==> src/design/dqla_pkg.sv <==
package dqla_pkg;

    // channel view of a register address
    typedef struct packed {
        logic [3:0] space;      // address space
        logic [3:0] chan;       // 0 = board, 1..N = motors
        logic [7:0] dev;        // device offset within channel
    } chan_addr_t;

    // block view, used for the sample buffer
    typedef struct packed {
        logic [3:0]  space;
        logic [11:0] index;     // buffer word index
    } blk_addr_t;

    // one 16-bit address word, decoded two ways depending on space
    typedef union packed {
        chan_addr_t chan_addr;
        blk_addr_t  blk_addr;
    } reg_addr_t;

    // address spaces
    localparam logic [3:0] SPACE_CHAN   = 4'd0;
    localparam logic [3:0] SPACE_SAMPLE = 4'd1;

    // motor channel devices
    localparam logic [7:0] DEV_SETPOINT = 8'd0;
    localparam logic [7:0] DEV_FEEDBACK = 8'd1;
    localparam logic [7:0] DEV_STATUS   = 8'd2;

    // board channel (chan 0) devices
    localparam logic [7:0] BRD_STATUS      = 8'd0;
    localparam logic [7:0] BRD_WDOG_PERIOD = 8'd1;
    localparam logic [7:0] BRD_TIMESTAMP   = 8'd2;

endpackage

==> src/design/rt_write_unpack.sv <==
`timescale 1ns/1ps

// splits a real-time block write into per-motor setpoint writes
// quadlet k -> motor k+1, quadlet NUM_MOTORS -> control word, rest dropped
module rt_write_unpack #(
    parameter int NUM_MOTORS = 8
) (
    input  logic        sysclk,
    input  logic        reset,
    input  logic        blk_wstart,   // start of block
    input  logic        blk_wen,      // one quadlet per pulse
    input  logic [31:0] reg_wdata,
    output logic        rt_wen,       // setpoint write to rt_chan
    output logic [3:0]  rt_chan,
    output logic [31:0] rt_wdata,
    output logic        rt_ctrl_wen   // control word write
);

    // counter must reach NUM_MOTORS+1 (saturated, past control word)
    localparam int QW = $clog2(NUM_MOTORS + 2);

    logic [QW-1:0] qcnt;   // next quadlet number
    logic [QW-1:0] qidx;   // quadlet number of the current beat

    // start pulse restarts numbering, even if a beat comes with it
    assign qidx = blk_wstart ? '0 : qcnt;

    always_ff @(posedge sysclk) begin
        if (reset) begin
            qcnt        <= '0;
            rt_wen      <= 1'b0;
            rt_ctrl_wen <= 1'b0;
        end else begin
            rt_wen      <= blk_wen && (qidx < QW'(NUM_MOTORS));   // setpoint quadlets
            rt_ctrl_wen <= blk_wen && (qidx == QW'(NUM_MOTORS));  // control quadlet
            if (blk_wen && (qidx <= QW'(NUM_MOTORS))) begin
                qcnt <= qidx + 1'b1;   // saturates at NUM_MOTORS+1
            end else if (blk_wstart) begin
                qcnt <= '0;
            end
        end
    end

    // payload, only meaningful alongside the strobes above
    always_ff @(posedge sysclk) begin
        if (blk_wen) begin
            rt_wdata <= reg_wdata;
            rt_chan  <= 4'(qidx) + 4'd1;   // motors numbered from 1
        end
    end

endmodule

==> src/design/motor_chan_regs.sv <==
`timescale 1ns/1ps

// per-motor setpoint, amp enable and feedback registers
// fed by single host writes and by the real-time unpacker
module motor_chan_regs #(
    parameter int NUM_MOTORS = 8
) (
    input  logic                       sysclk,
    input  logic                       reset,
    input  dqla_pkg::reg_addr_t        reg_waddr,
    input  logic [31:0]                reg_wdata,
    input  logic                       reg_wen,
    input  logic                       rt_wen,
    input  logic [3:0]                 rt_chan,
    input  logic [31:0]                rt_wdata,
    input  logic                       rt_ctrl_wen,
    input  logic                       wdog_timeout,
    input  logic [NUM_MOTORS*16-1:0]   feedback,    // raw feedback inputs
    output logic [NUM_MOTORS*32-1:0]   setpoints,   // motor m at [m*32 +: 32]
    output logic [NUM_MOTORS-1:0]      amp_enable,
    output logic [NUM_MOTORS*16-1:0]   feedback_q   // registered feedback
);

    logic       wr_chan;   // single write into channel space
    logic [3:0] wr_num;    // target channel of single write
    logic       sp_wr;     // setpoint write
    logic       st_wr;     // motor status write, bit 0 = enable
    logic       rt_en_wr;  // rt control word with apply bit

    assign wr_chan  = reg_wen && (reg_waddr.chan_addr.space == dqla_pkg::SPACE_CHAN);
    assign wr_num   = reg_waddr.chan_addr.chan;
    assign sp_wr    = wr_chan && (reg_waddr.chan_addr.dev == dqla_pkg::DEV_SETPOINT);
    assign st_wr    = wr_chan && (reg_waddr.chan_addr.dev == dqla_pkg::DEV_STATUS);
    assign rt_en_wr = rt_ctrl_wen && rt_wdata[31];

    always_ff @(posedge sysclk) begin
        if (reset) begin
            setpoints  <= '0;
            amp_enable <= '0;
        end else begin
            for (int m = 0; m < NUM_MOTORS; m++) begin
                // real-time write wins on collision
                if (rt_wen && (rt_chan == 4'(m + 1))) begin
                    setpoints[m*32 +: 32] <= rt_wdata;
                end else if (sp_wr && (wr_num == 4'(m + 1))) begin
                    setpoints[m*32 +: 32] <= reg_wdata;
                end
            end

            if (wdog_timeout) begin
                amp_enable <= '0;   // amps held off until timeout cleared
            end else if (rt_en_wr) begin
                amp_enable <= rt_wdata[NUM_MOTORS-1:0];   // all motors at once
            end else begin
                for (int m = 0; m < NUM_MOTORS; m++) begin
                    if (st_wr && (wr_num == 4'(m + 1))) begin
                        amp_enable[m] <= reg_wdata[0];
                    end
                end
            end
        end
    end

    // feedback just resampled every cycle
    always_ff @(posedge sysclk) begin
        feedback_q <= feedback;
    end

endmodule

==> src/design/wdog_timer.sv <==
`timescale 1ns/1ps

// host watchdog, times out when no write arrives within the period
// period of 0 = disabled
module wdog_timer #(
    parameter int WDOG_WIDTH = 16
) (
    input  logic                  sysclk,
    input  logic                  reset,
    input  dqla_pkg::reg_addr_t   reg_waddr,
    input  logic [31:0]           reg_wdata,
    input  logic                  reg_wen,
    input  logic                  wdog_kick,     // any host write
    output logic [WDOG_WIDTH-1:0] wdog_period,
    output logic                  wdog_timeout
);

    logic [WDOG_WIDTH-1:0] wdog_cnt;   // idle cycles since last kick
    logic                  brd_wr;     // write to board channel
    logic                  period_wr;
    logic                  clear_wr;   // status write with bit 31

    assign brd_wr    = reg_wen && (reg_waddr.chan_addr.space == dqla_pkg::SPACE_CHAN)
                       && (reg_waddr.chan_addr.chan == 4'd0);
    assign period_wr = brd_wr && (reg_waddr.chan_addr.dev == dqla_pkg::BRD_WDOG_PERIOD);
    assign clear_wr  = brd_wr && (reg_waddr.chan_addr.dev == dqla_pkg::BRD_STATUS)
                       && reg_wdata[31];

    always_ff @(posedge sysclk) begin
        if (reset) begin
            wdog_period  <= '0;
            wdog_cnt     <= '0;
            wdog_timeout <= 1'b0;
        end else begin
            if (period_wr) begin
                wdog_period <= reg_wdata[WDOG_WIDTH-1:0];
            end

            if (wdog_kick) begin
                wdog_cnt <= '0;   // restart on every host write
            end else if ((wdog_period != '0) && (wdog_cnt != wdog_period)) begin
                wdog_cnt <= wdog_cnt + 1'b1;
            end

            // sticky until host clears it, clear has priority
            if (clear_wr) begin
                wdog_timeout <= 1'b0;
            end else if (!wdog_kick && (wdog_period != '0) && (wdog_cnt == wdog_period)) begin
                wdog_timeout <= 1'b1;
            end
        end
    end

endmodule

==> src/design/sample_buffer.sv <==
`timescale 1ns/1ps

// timestamp counter and snapshot buffer
// word 0 = timestamp at start, word k = setpoint of motor k
module sample_buffer #(
    parameter int NUM_MOTORS = 8
) (
    input  logic                     sysclk,
    input  logic                     reset,
    input  logic                     sample_start,
    input  logic [NUM_MOTORS*32-1:0] setpoints,
    input  dqla_pkg::reg_addr_t      reg_raddr,
    output logic                     sample_busy,
    output logic [31:0]              sample_rdata,
    output logic [31:0]              timestamp
);

    logic [31:0] mem [NUM_MOTORS+1];   // snapshot words
    logic [31:0] ts_latch;             // timestamp at sample start
    logic [3:0]  widx;                 // word being written
    logic [31:0] wr_word;
    logic        sample_valid;         // buffer filled at least once
    logic [11:0] rd_index;

    // free-running timestamp
    always_ff @(posedge sysclk) begin
        if (reset) begin
            timestamp <= '0;
        end else begin
            timestamp <= timestamp + 32'd1;
        end
    end

    // one word per busy cycle, NUM_MOTORS+1 cycles in total
    always_ff @(posedge sysclk) begin
        if (reset) begin
            sample_busy  <= 1'b0;
            sample_valid <= 1'b0;
            widx         <= '0;
        end else if (sample_busy) begin
            if (widx == 4'(NUM_MOTORS)) begin
                sample_busy  <= 1'b0;   // last word written this cycle
                sample_valid <= 1'b1;
            end
            widx <= widx + 4'd1;
        end else if (sample_start) begin
            sample_busy <= 1'b1;   // start ignored while busy
            widx        <= '0;
        end
    end

    // latch time of the request, stays put during the burst
    always_ff @(posedge sysclk) begin
        if (sample_start && !sample_busy) begin
            ts_latch <= timestamp;
        end
    end

    // word 0 timestamp, otherwise setpoint of motor widx
    always_comb begin
        wr_word = ts_latch;
        for (int m = 0; m < NUM_MOTORS; m++) begin
            if (widx == 4'(m + 1)) begin
                wr_word = setpoints[m*32 +: 32];
            end
        end
    end

    always_ff @(posedge sysclk) begin
        if (sample_busy) begin
            mem[widx] <= wr_word;
        end
    end

    // host side, outside filled range reads 0
    assign rd_index     = reg_raddr.blk_addr.index;
    assign sample_rdata = (sample_valid && (rd_index <= 12'(NUM_MOTORS)))
                          ? mem[rd_index[3:0]] : 32'd0;

endmodule

==> src/design/reg_read_mux.sv <==
`timescale 1ns/1ps

// host read data, selected by space then channel/device, registered
module reg_read_mux #(
    parameter int NUM_MOTORS = 8,
    parameter int WDOG_WIDTH = 16
) (
    input  logic                     sysclk,
    input  logic                     reset,
    input  dqla_pkg::reg_addr_t      reg_raddr,
    input  logic [NUM_MOTORS*32-1:0] setpoints,
    input  logic [NUM_MOTORS-1:0]    amp_enable,
    input  logic [NUM_MOTORS*16-1:0] feedback_q,
    input  logic [WDOG_WIDTH-1:0]    wdog_period,
    input  logic                     wdog_timeout,
    input  logic [31:0]              timestamp,
    input  logic [31:0]              sample_rdata,
    output logic [31:0]              reg_rdata
);

    logic [31:0] rd_next;
    logic [3:0]  rd_chan;
    logic [7:0]  rd_dev;

    assign rd_chan = reg_raddr.chan_addr.chan;
    assign rd_dev  = reg_raddr.chan_addr.dev;

    always_comb begin
        rd_next = '0;   // unmapped reads 0
        case (reg_raddr.chan_addr.space)
            dqla_pkg::SPACE_CHAN: begin
                if (rd_chan == 4'd0) begin
                    // board registers
                    case (rd_dev)
                        dqla_pkg::BRD_STATUS:
                            rd_next = {wdog_timeout, {(31-NUM_MOTORS){1'b0}}, amp_enable};
                        dqla_pkg::BRD_WDOG_PERIOD:
                            rd_next = {{(32-WDOG_WIDTH){1'b0}}, wdog_period};
                        dqla_pkg::BRD_TIMESTAMP:
                            rd_next = timestamp;
                        default: rd_next = '0;
                    endcase
                end else begin
                    for (int m = 0; m < NUM_MOTORS; m++) begin
                        if (rd_chan == 4'(m + 1)) begin
                            case (rd_dev)
                                dqla_pkg::DEV_SETPOINT: rd_next = setpoints[m*32 +: 32];
                                dqla_pkg::DEV_FEEDBACK:
                                    rd_next = {16'd0, feedback_q[m*16 +: 16]};
                                dqla_pkg::DEV_STATUS:   // feedback high, enable bit 0
                                    rd_next = {feedback_q[m*16 +: 16], 15'd0, amp_enable[m]};
                                default: rd_next = '0;
                            endcase
                        end
                    end
                end
            end
            dqla_pkg::SPACE_SAMPLE: rd_next = sample_rdata;   // buffer decodes index
            default: rd_next = '0;
        endcase
    end

    always_ff @(posedge sysclk) begin
        if (reset) begin
            reg_rdata <= '0;
        end else begin
            reg_rdata <= rd_next;
        end
    end

endmodule

==> src/design/dqla_ctrl_top.sv <==
`timescale 1ns/1ps

// motor controller register subsystem, single sysclk domain
module dqla_ctrl_top #(
    parameter int NUM_MOTORS = 8,    // 1..15
    parameter int WDOG_WIDTH = 16    // watchdog period/counter width
) (
    input  logic                     sysclk,
    input  logic                     reset,
    input  dqla_pkg::reg_addr_t      reg_raddr,   // held by host
    input  dqla_pkg::reg_addr_t      reg_waddr,
    output logic [31:0]              reg_rdata,
    input  logic [31:0]              reg_wdata,
    input  logic                     reg_wen,
    input  logic                     blk_wen,
    input  logic                     blk_wstart,
    input  logic                     sample_start,
    input  logic [NUM_MOTORS*16-1:0] feedback,
    output logic [NUM_MOTORS-1:0]    amp_enable,
    output logic                     sample_busy,
    output logic                     wdog_timeout
);

    logic                     rt_wen;
    logic [3:0]               rt_chan;
    logic [31:0]              rt_wdata;
    logic                     rt_ctrl_wen;
    logic [NUM_MOTORS*32-1:0] setpoints;
    logic [NUM_MOTORS*16-1:0] feedback_q;
    logic [WDOG_WIDTH-1:0]    wdog_period;
    logic                     wdog_kick;     // any host write
    logic [31:0]              sample_rdata;
    logic [31:0]              timestamp;

    assign wdog_kick = reg_wen | blk_wen;

    rt_write_unpack #(.NUM_MOTORS(NUM_MOTORS)) u_rt_write_unpack (
        .sysclk(sysclk), .reset(reset),
        .blk_wstart(blk_wstart), .blk_wen(blk_wen), .reg_wdata(reg_wdata),
        .rt_wen(rt_wen), .rt_chan(rt_chan), .rt_wdata(rt_wdata), .rt_ctrl_wen(rt_ctrl_wen)
    );

    motor_chan_regs #(.NUM_MOTORS(NUM_MOTORS)) u_motor_chan_regs (
        .sysclk(sysclk), .reset(reset),
        .reg_waddr(reg_waddr), .reg_wdata(reg_wdata), .reg_wen(reg_wen),
        .rt_wen(rt_wen), .rt_chan(rt_chan), .rt_wdata(rt_wdata), .rt_ctrl_wen(rt_ctrl_wen),
        .wdog_timeout(wdog_timeout), .feedback(feedback),
        .setpoints(setpoints), .amp_enable(amp_enable), .feedback_q(feedback_q)
    );

    wdog_timer #(.WDOG_WIDTH(WDOG_WIDTH)) u_wdog_timer (
        .sysclk(sysclk), .reset(reset),
        .reg_waddr(reg_waddr), .reg_wdata(reg_wdata), .reg_wen(reg_wen),
        .wdog_kick(wdog_kick),
        .wdog_period(wdog_period), .wdog_timeout(wdog_timeout)
    );

    sample_buffer #(.NUM_MOTORS(NUM_MOTORS)) u_sample_buffer (
        .sysclk(sysclk), .reset(reset),
        .sample_start(sample_start), .setpoints(setpoints), .reg_raddr(reg_raddr),
        .sample_busy(sample_busy), .sample_rdata(sample_rdata), .timestamp(timestamp)
    );

    reg_read_mux #(.NUM_MOTORS(NUM_MOTORS), .WDOG_WIDTH(WDOG_WIDTH)) u_reg_read_mux (
        .sysclk(sysclk), .reset(reset), .reg_raddr(reg_raddr),
        .setpoints(setpoints), .amp_enable(amp_enable), .feedback_q(feedback_q),
        .wdog_period(wdog_period), .wdog_timeout(wdog_timeout),
        .timestamp(timestamp), .sample_rdata(sample_rdata),
        .reg_rdata(reg_rdata)
    );

endmodule

==> config.mk <==
export PLATFORM = sky130hd
export DESIGN_NAME = dqla_ctrl_top
export DESIGN_NICKNAME = d
export VERILOG_FILES = /design/src/design/dqla_pkg.sv /design/src/design/rt_write_unpack.sv /design/src/design/motor_chan_regs.sv /design/src/design/wdog_timer.sv /design/src/design/sample_buffer.sv /design/src/design/reg_read_mux.sv /design/src/design/dqla_ctrl_top.sv
export SDC_FILE = /design/constraint.sdc
export NUM_CORES = 2
export LEC_CHECK = 0
export ABC_CLOCK_PERIOD_IN_PS = 4160
export BUFFER_PORTS_ARGS = -buffer_cell sky130_fd_sc_hd__buf_2
export CORE_ASPECT_RATIO = 1.25
export CORE_MARGIN = 3
export CORE_UTILIZATION = 40
export CTS_CLUSTER_SIZE = 8
export DETAILED_ROUTE_END_ITERATION = 7
export PLACE_DENSITY = 0.54
export SYNTH_ARGS = -nofsm -noshare
export SYNTH_HDL_FRONTEND = slang
export SYNTH_SLANG_ARGS = --single-unit
==> constraint.sdc <==
create_clock -name sysclk -period 4.16 [get_ports sysclk]
set_input_delay 0.208 -clock sysclk [delete_from_list [all_inputs] [get_ports sysclk]]
set_output_delay 0.208 -clock sysclk [all_outputs]
set_load 0.02 [all_outputs]
# Yosys cells after proc, flatten, opt, wreduce, memory -nomap -nowiden
# Memories as Yosys holds them, arrays and structs flattened.
# Index checks and enable logic that the tools add are counted.
# Widths: inputs -> output; s select.
[classes]
add_sub_neg = 4
order_cmp = 3
n_mux = 62
reduce_logical = 70
bitwise = 1
n_eq_ne = 40
[op_table]
columns = ["cell", "count"]
rows = [
  ["$mux 32", 34],
  ["$pmux 32 s3", 9],
  ["$eq 4x3->1 const B", 16],
  ["$pmux 32 s2", 1],
  ["$logic_and 1x1->1", 40],
  ["$reduce_bool 2->1", 17],
  ["$add 32x1->32 const B", 1],
  ["$eq 4x2->1 const B", 8],
  ["$eq 4x1->1 const B", 5],
  ["$eq 4x4->1 const B", 5],
  ["$add 16x1->16 const B", 1],
  ["$eq 16x16->1", 1],
  ["$eq 8x1->1 const B", 2],
  ["$eq 8x2->1 const B", 2],
  ["$logic_not 4->1", 4],
  ["$logic_not 8->1", 2],
  ["$mux 4", 4],
  ["$ne 16x16->1", 1],
  ["$reduce_bool 16->1", 1],
  ["$mux 1", 13],
  ["$le 12x4->1 const B", 1],
  ["$add 4x1->4 const B", 2],
  ["$mux 8", 1],
  ["$reduce_or 2->1", 3],
  ["other kinds (5)", 6],
]
[word_totals]
ramBits = 288
out_inout_bits = 42
reg_bits = 569
n_memories = 1
in_bits = 198
elab_cells = 212
[mem_list]
columns = ["name", "depth", "width", "rd", "rd_clocked_by_memory_dff", "wr", "line", "source"]
rows = [
  ["u_sample_buffer.mem", 9, 32, 1, 0, 1, "sample_buffer.sv:18", "logic [31:0] mem [NUM_MOTORS+1];"],
]

# Depth between registers and ports, before layout
[logic_depth]
word_depth = 12
ltp_mapped = 11
ltp_nobuf = 8

# Modules after synthesis
# Synthesis repeated with hierarchy kept, for this count alone.
[unflattened]
cells_unflattened = 4150
area_unflattened_um2 = 43325.3
[modules_own_cells]
columns = ["module", "cells_per_inst", "seq_area_each_um2", "area_per_inst_um2", "n_inst"]
rows = [
  ["sample_buffer", 1237, 10369.9, 16958.8, 1],
  ["motor_chan_regs", 1625, 7847.5, 15894.0, 1],
  ["reg_read_mux", 1029, 640.6, 7335.8, 1],
  ["wdog_timer", 187, 660.6, 1689.1, 1],
  ["rt_write_unpack", 71, 1201.2, 1441.4, 1],
  ["dqla_ctrl_top", 1, 0.0, 6.3, 1],
]

# Worst setup path after synthesis
# OpenSTA, ideal clock, no wires.
[synth_timing]
kind = "register -> register"
start = "reg u_sample_buffer.widx[0]"
end = "mem u_sample_buffer.mem[8][0] (enable)"
period_less_slack_ns = 2.887
setup_slack_ns = 1.273
setup_ns = 0.424
stages_incl_launch_ff = 6
path_buffers = 1
required_time_ns = 3.736
t_arrival_ns = 2.463
cell_sequence = "dfxtp_1 > inv_1 > ha_1 > nand3b_1 > clkbuf_1 > nor2_1"
[synth_rtl]
columns = ["item", "line", "source"]
rows = [
  ["from (decl)", "sample_buffer.sv:20", "logic [3:0] widx;"],
  ["from (signal assigned)", "sample_buffer.sv:45", "widx <= widx + 4'd1;"],
  ["to (decl)", "sample_buffer.sv:18", ""],
]
# No word-level cell before the write port.

# Worst setup path after layout
[layout_timing]
start = "reg u_sample_buffer.widx[2]"
end = "mem u_sample_buffer.mem[4][26] (data pin)"
[layout_via]
elab_chain_cells = 9
elab_cells_between_ends = 16
classes_between = "eq/ne: 8; mux: 8"
[layout_rtl]
columns = ["item", "line", "source"]
rows = [
  ["$eq 4x1->1", "sample_buffer.sv:63", "if (widx == 4'(m + 1)) begin"],
  ["$mux 32 (7 in series)", "sample_buffer.sv:63", ""],
  ["$mux 32 *", "sample_buffer.sv:63", ""],
  ["via u_sample_buffer.wr_word[26]", "sample_buffer.sv:21", "logic [31:0] wr_word;"],
]
# The timed path passes the listed nets; every way through them passes the cells marked *.

==> impl_metrics.ini <==
[status]
status = finished clean

[placement]
dp_slack_ns = 1.01
gp_congestion = 0.997
io_buffers = 239
hpwlAfterDp_mm = 111
placedCellCount = 4877

[route]
drc = 0
dr_total_vias = 32108
vias_per_cell = 6.11
drt_iter0_markers = 4057
finalWirelength_mm = 165
dr.pass1.iters = 6
wl_per_cell_um = 31.4
antenna_left = 0

[die]
dieWidth_um = 290
io_pins = 240
row_count = 129
core_area_mm2 = 0.0993
start_util = 0.405
die_area_mm2 = 0.104
die_h_um = 360

[worst_setup_path]
worstReg2RegStart = u_sample_buffer.widx[2]
r2r_setup_slack_ns = 0.85
crit_slowest_cell = buf_4
crit_family = simple AND/OR/NAND/NOR gates
r2r_cells = 8
worstPathCellList = nor2_1 -> and2_2 -> buf_4 -> nand2_1 -> o211ai_1 -> o21ai_0 -> a221oi_1 -> buf_4
cp_num_buf_inv = 2
endpoint_kind = flop
cp-start-kind = flop
r2r-end = u_sample_buffer.mem[4][26]
worstPathArrival_ns = 3.86
slowest_delay_ns = 0.68
path_max_fanout = 54
critPathRequiredTime_ns = 4.71
path_class = flop to flop
crit_top_cell = buf_4

[clock_tree]
cts_tree = yes
clk_pin_slew_ns = 0.05
clockBufferDepth = 3
ctsRootBufferMaster = clkbuf_16
cts.sinks = 857
cts_resized = 0
clk_latency_ns = 0.72
cts_buffers = 117
htree_levels = 3

[sta]
max_freq_mhz = 302
tns_ns = 0
setup_ws_ns = 0.847
maxSlewHeadroom = 0.224
fin_crit_sh = 0.796
finalHoldViolCount = 0
setup_violations = 0
finalClockSkew_ns = 0.0336
worstMarginPinSlew_ns = 1.16
rsz0062_at_grt = false
fin_crit_ns = 3.31
slew_violations = 0

[finish]
seq_area_mm2 = 0.0207
area_growth_pct = 19.0
fin_util = 0.482
fin_cells = 5259
fill_cells = 9011
final_nets = 4062
multi_input_area_mm2 = 0.0180
layout-drive-gt1-share = 0.183

[power_and_ir_drop]
power_leakage_nw = 17.7
p_per_area_mw_per_mm2 = 414
ir_drop_uv = 295

[grt]
overflow = 0
grt_pass1_vias = 30933
grt_pass1_wl_mm = 234
grt_usage = 0.311
antenna_found_initial = 17
grt_max_degree = 128

[logic_synthesis]
yosysTopAreaCell = edfxtp_1
syn-cell-area_mm2 = 0.0402
yosys-top-cells-area = edfxtp_1, dfxtp_1, mux2i_1
ys_seq_area_frac = 0.515
synth-seq-cells = 857
synthArstFlopShare = 0
synth-main-ff-cell = dfxtp_1
synth_top_area_frac = 0.266
synth_nets = 3767
ys_types = 75
netlist_instances = 3561
synth.avg_cell_area_um2 = 11.3
yosysWarnings = 0
synth_enable_flop_cells = 356

[run]
cap_violations = 0

[hold_path]
hp-class = primary input to flop
min_from = reg_waddr[8]
whs_path_depth = 4
holdPathEnd = u_motor_chan_regs.amp_enable[3]
## cell usage in the layout (no fill, tap or decap), drive strengths merged, types with 7 or more instances in the layout
master       netlist  routed
a211oi           273     273
a21oi            115     115
a221o             14      14
a221oi            36      36
a22oi             49      49
a31oi              9       9
and3              32      32
buf              142     361
clkbuf           213     198
dfxtp            501     501
diode              0      11
dlygate4sd3        0     170
edfxtp           356     356
ha                 8       8
inv               22      24
mux2              28      28
mux2i            557     557
mux4              64      64
nand2            112     112
nand2b            12      12
nand3             23      23
nand3b            16      16
nand4             19      19
nor2             404     404
nor2b             11      11
nor3              29      29
nor4              26      26
o211ai            35      35
o21ai            146     146
o22a              45      45
o22ai             93      93
o31ai              7       7
or3               19      19
or4               11      11
xnor2             31      31
xor2              21      21
## tightest hold or removal path, stage by stage
cell     delay, ns
buf_2         0.18
nor3_1        0.10
mux2i_1       0.15
a21oi_1       0.07
## flip-flops by register name, summed over array words and instances, names as in the netlist, 4 cells and up
signal                        count
u_sample_buffer.mem             288
u_motor_chan_regs.setpoints     256
u_motor_chan_regs.feedback_q    128
u_reg_read_mux.reg_rdata         32
u_rt_write_unpack.rt_wdata       32
u_sample_buffer.timestamp        32
u_sample_buffer.ts_latch         32
u_wdog_timer.wdog_cnt            16
u_wdog_timer.wdog_period         16
u_motor_chan_regs.amp_enable      8
u_rt_write_unpack.qcnt            4
u_rt_write_unpack.rt_chan         4
u_sample_buffer.widx              4
## worst max-delay path by stage
stage	startpoint	end	slack (ns)	cells after the start
finish	u_sample_buffer.widx[2]	u_sample_buffer.mem[4][26]	0.85	8
global route	u_sample_buffer.widx[2]	u_sample_buffer.mem[5][26]	0.79	8
CTS	u_sample_buffer.widx[3]	u_sample_buffer.mem[4][26]	1.01	8
detailed placement	reg_raddr[8]	u_reg_read_mux.reg_rdata[12]	1.01	8
global placement	u_sample_buffer.widx[2]	u_sample_buffer.mem[4][26]	0.98	8
floorplan	u_sample_buffer.widx[0]	u_sample_buffer.mem[8][0]	1.27	5
## cell usage after synthesis, types with 19 or more instances
| cell type | number |
|---|---|
| a211oi_1 | 181 |
| a211oi_2 | 92 |
| a21oi_1 | 115 |
| a221oi_1 | 36 |
| a22oi_1 | 49 |
| and3_1 | 32 |
| buf_1 | 66 |
| buf_2 | 53 |
| clkbuf_1 | 213 |
| dfxtp_1 | 501 |
| edfxtp_1 | 356 |
| inv_1 | 22 |
| mux2_2 | 28 |
| mux2i_1 | 557 |
| mux4_2 | 64 |
| nand2_1 | 112 |
| nand3_1 | 23 |
| nand4_1 | 19 |
| nor2_1 | 403 |
| nor3_1 | 28 |
| nor4_1 | 26 |
| o211ai_1 | 35 |
| o21ai_0 | 145 |
| o22a_1 | 45 |
| o22ai_1 | 93 |
| or3_1 | 19 |
| xnor2_1 | 31 |
| xor2_1 | 21 |
## where the power goes
group | internal, W | total (W) | leakage (nW) | switching (W)
clock | 0.00529 | 0.00894 | 1.59 | 0.00365
sequential | 0.00899 | 0.00926 | 7.39 | 0.000270
combinational | 0.000646 | 0.00161 | 8.74 | 0.000964
total | 0.0149 | 0.0198 | 17.7 | 0.00488
## per-stage QoR
stage	hold WS (ns)	power [W]	instance area (um^2)
after global placement	0.311	0.0108	42800
after CTS	0.0264	0.0199	47800
after detailed placement	0.312	0.0109	42800
after floorplan	0.236	0.0102	40200
final	0.0706	0.0198	47800
after global routing	0.0904	0.0204	47800
## metal layers
metal	track usage	up-vias	share of wire
met5	0	-	0.00016
li1	-	14100	-
met1	0.422	15846	0.41
met3	0.0713	409	0.094
met2	0.466	1749	0.44
met4	0.158	4	0.056
## cell families after synthesis
family | synth area share
AOI/OAI and AO/OA | 0.160
DFF | 0.515
and+or+nand+nor | 0.0879
muxes | 0.182
buffers and inverters | 0.0400
xor gates and xnor gates | 0.0113
adders and majority gates | 0.00249
## cell type report
cell class              count  share of cell area
clock buffers             198              0.0689
multi-input cells        2327               0.377
flip-flops and latches    857               0.433
repair buffers            531              0.0840
inverters                  22             0.00173
clock inverters             3            0.000941
well taps                1310              0.0343
diodes                     11            0.000575
## what timing repair did
action / 4_1_cts / 5_1_grt
hold buffers: 170 / 0
endpoints found under the hold margin: 454 / 0
setup buffers: 0 / 0
Power figures use the tool's default switching activity.
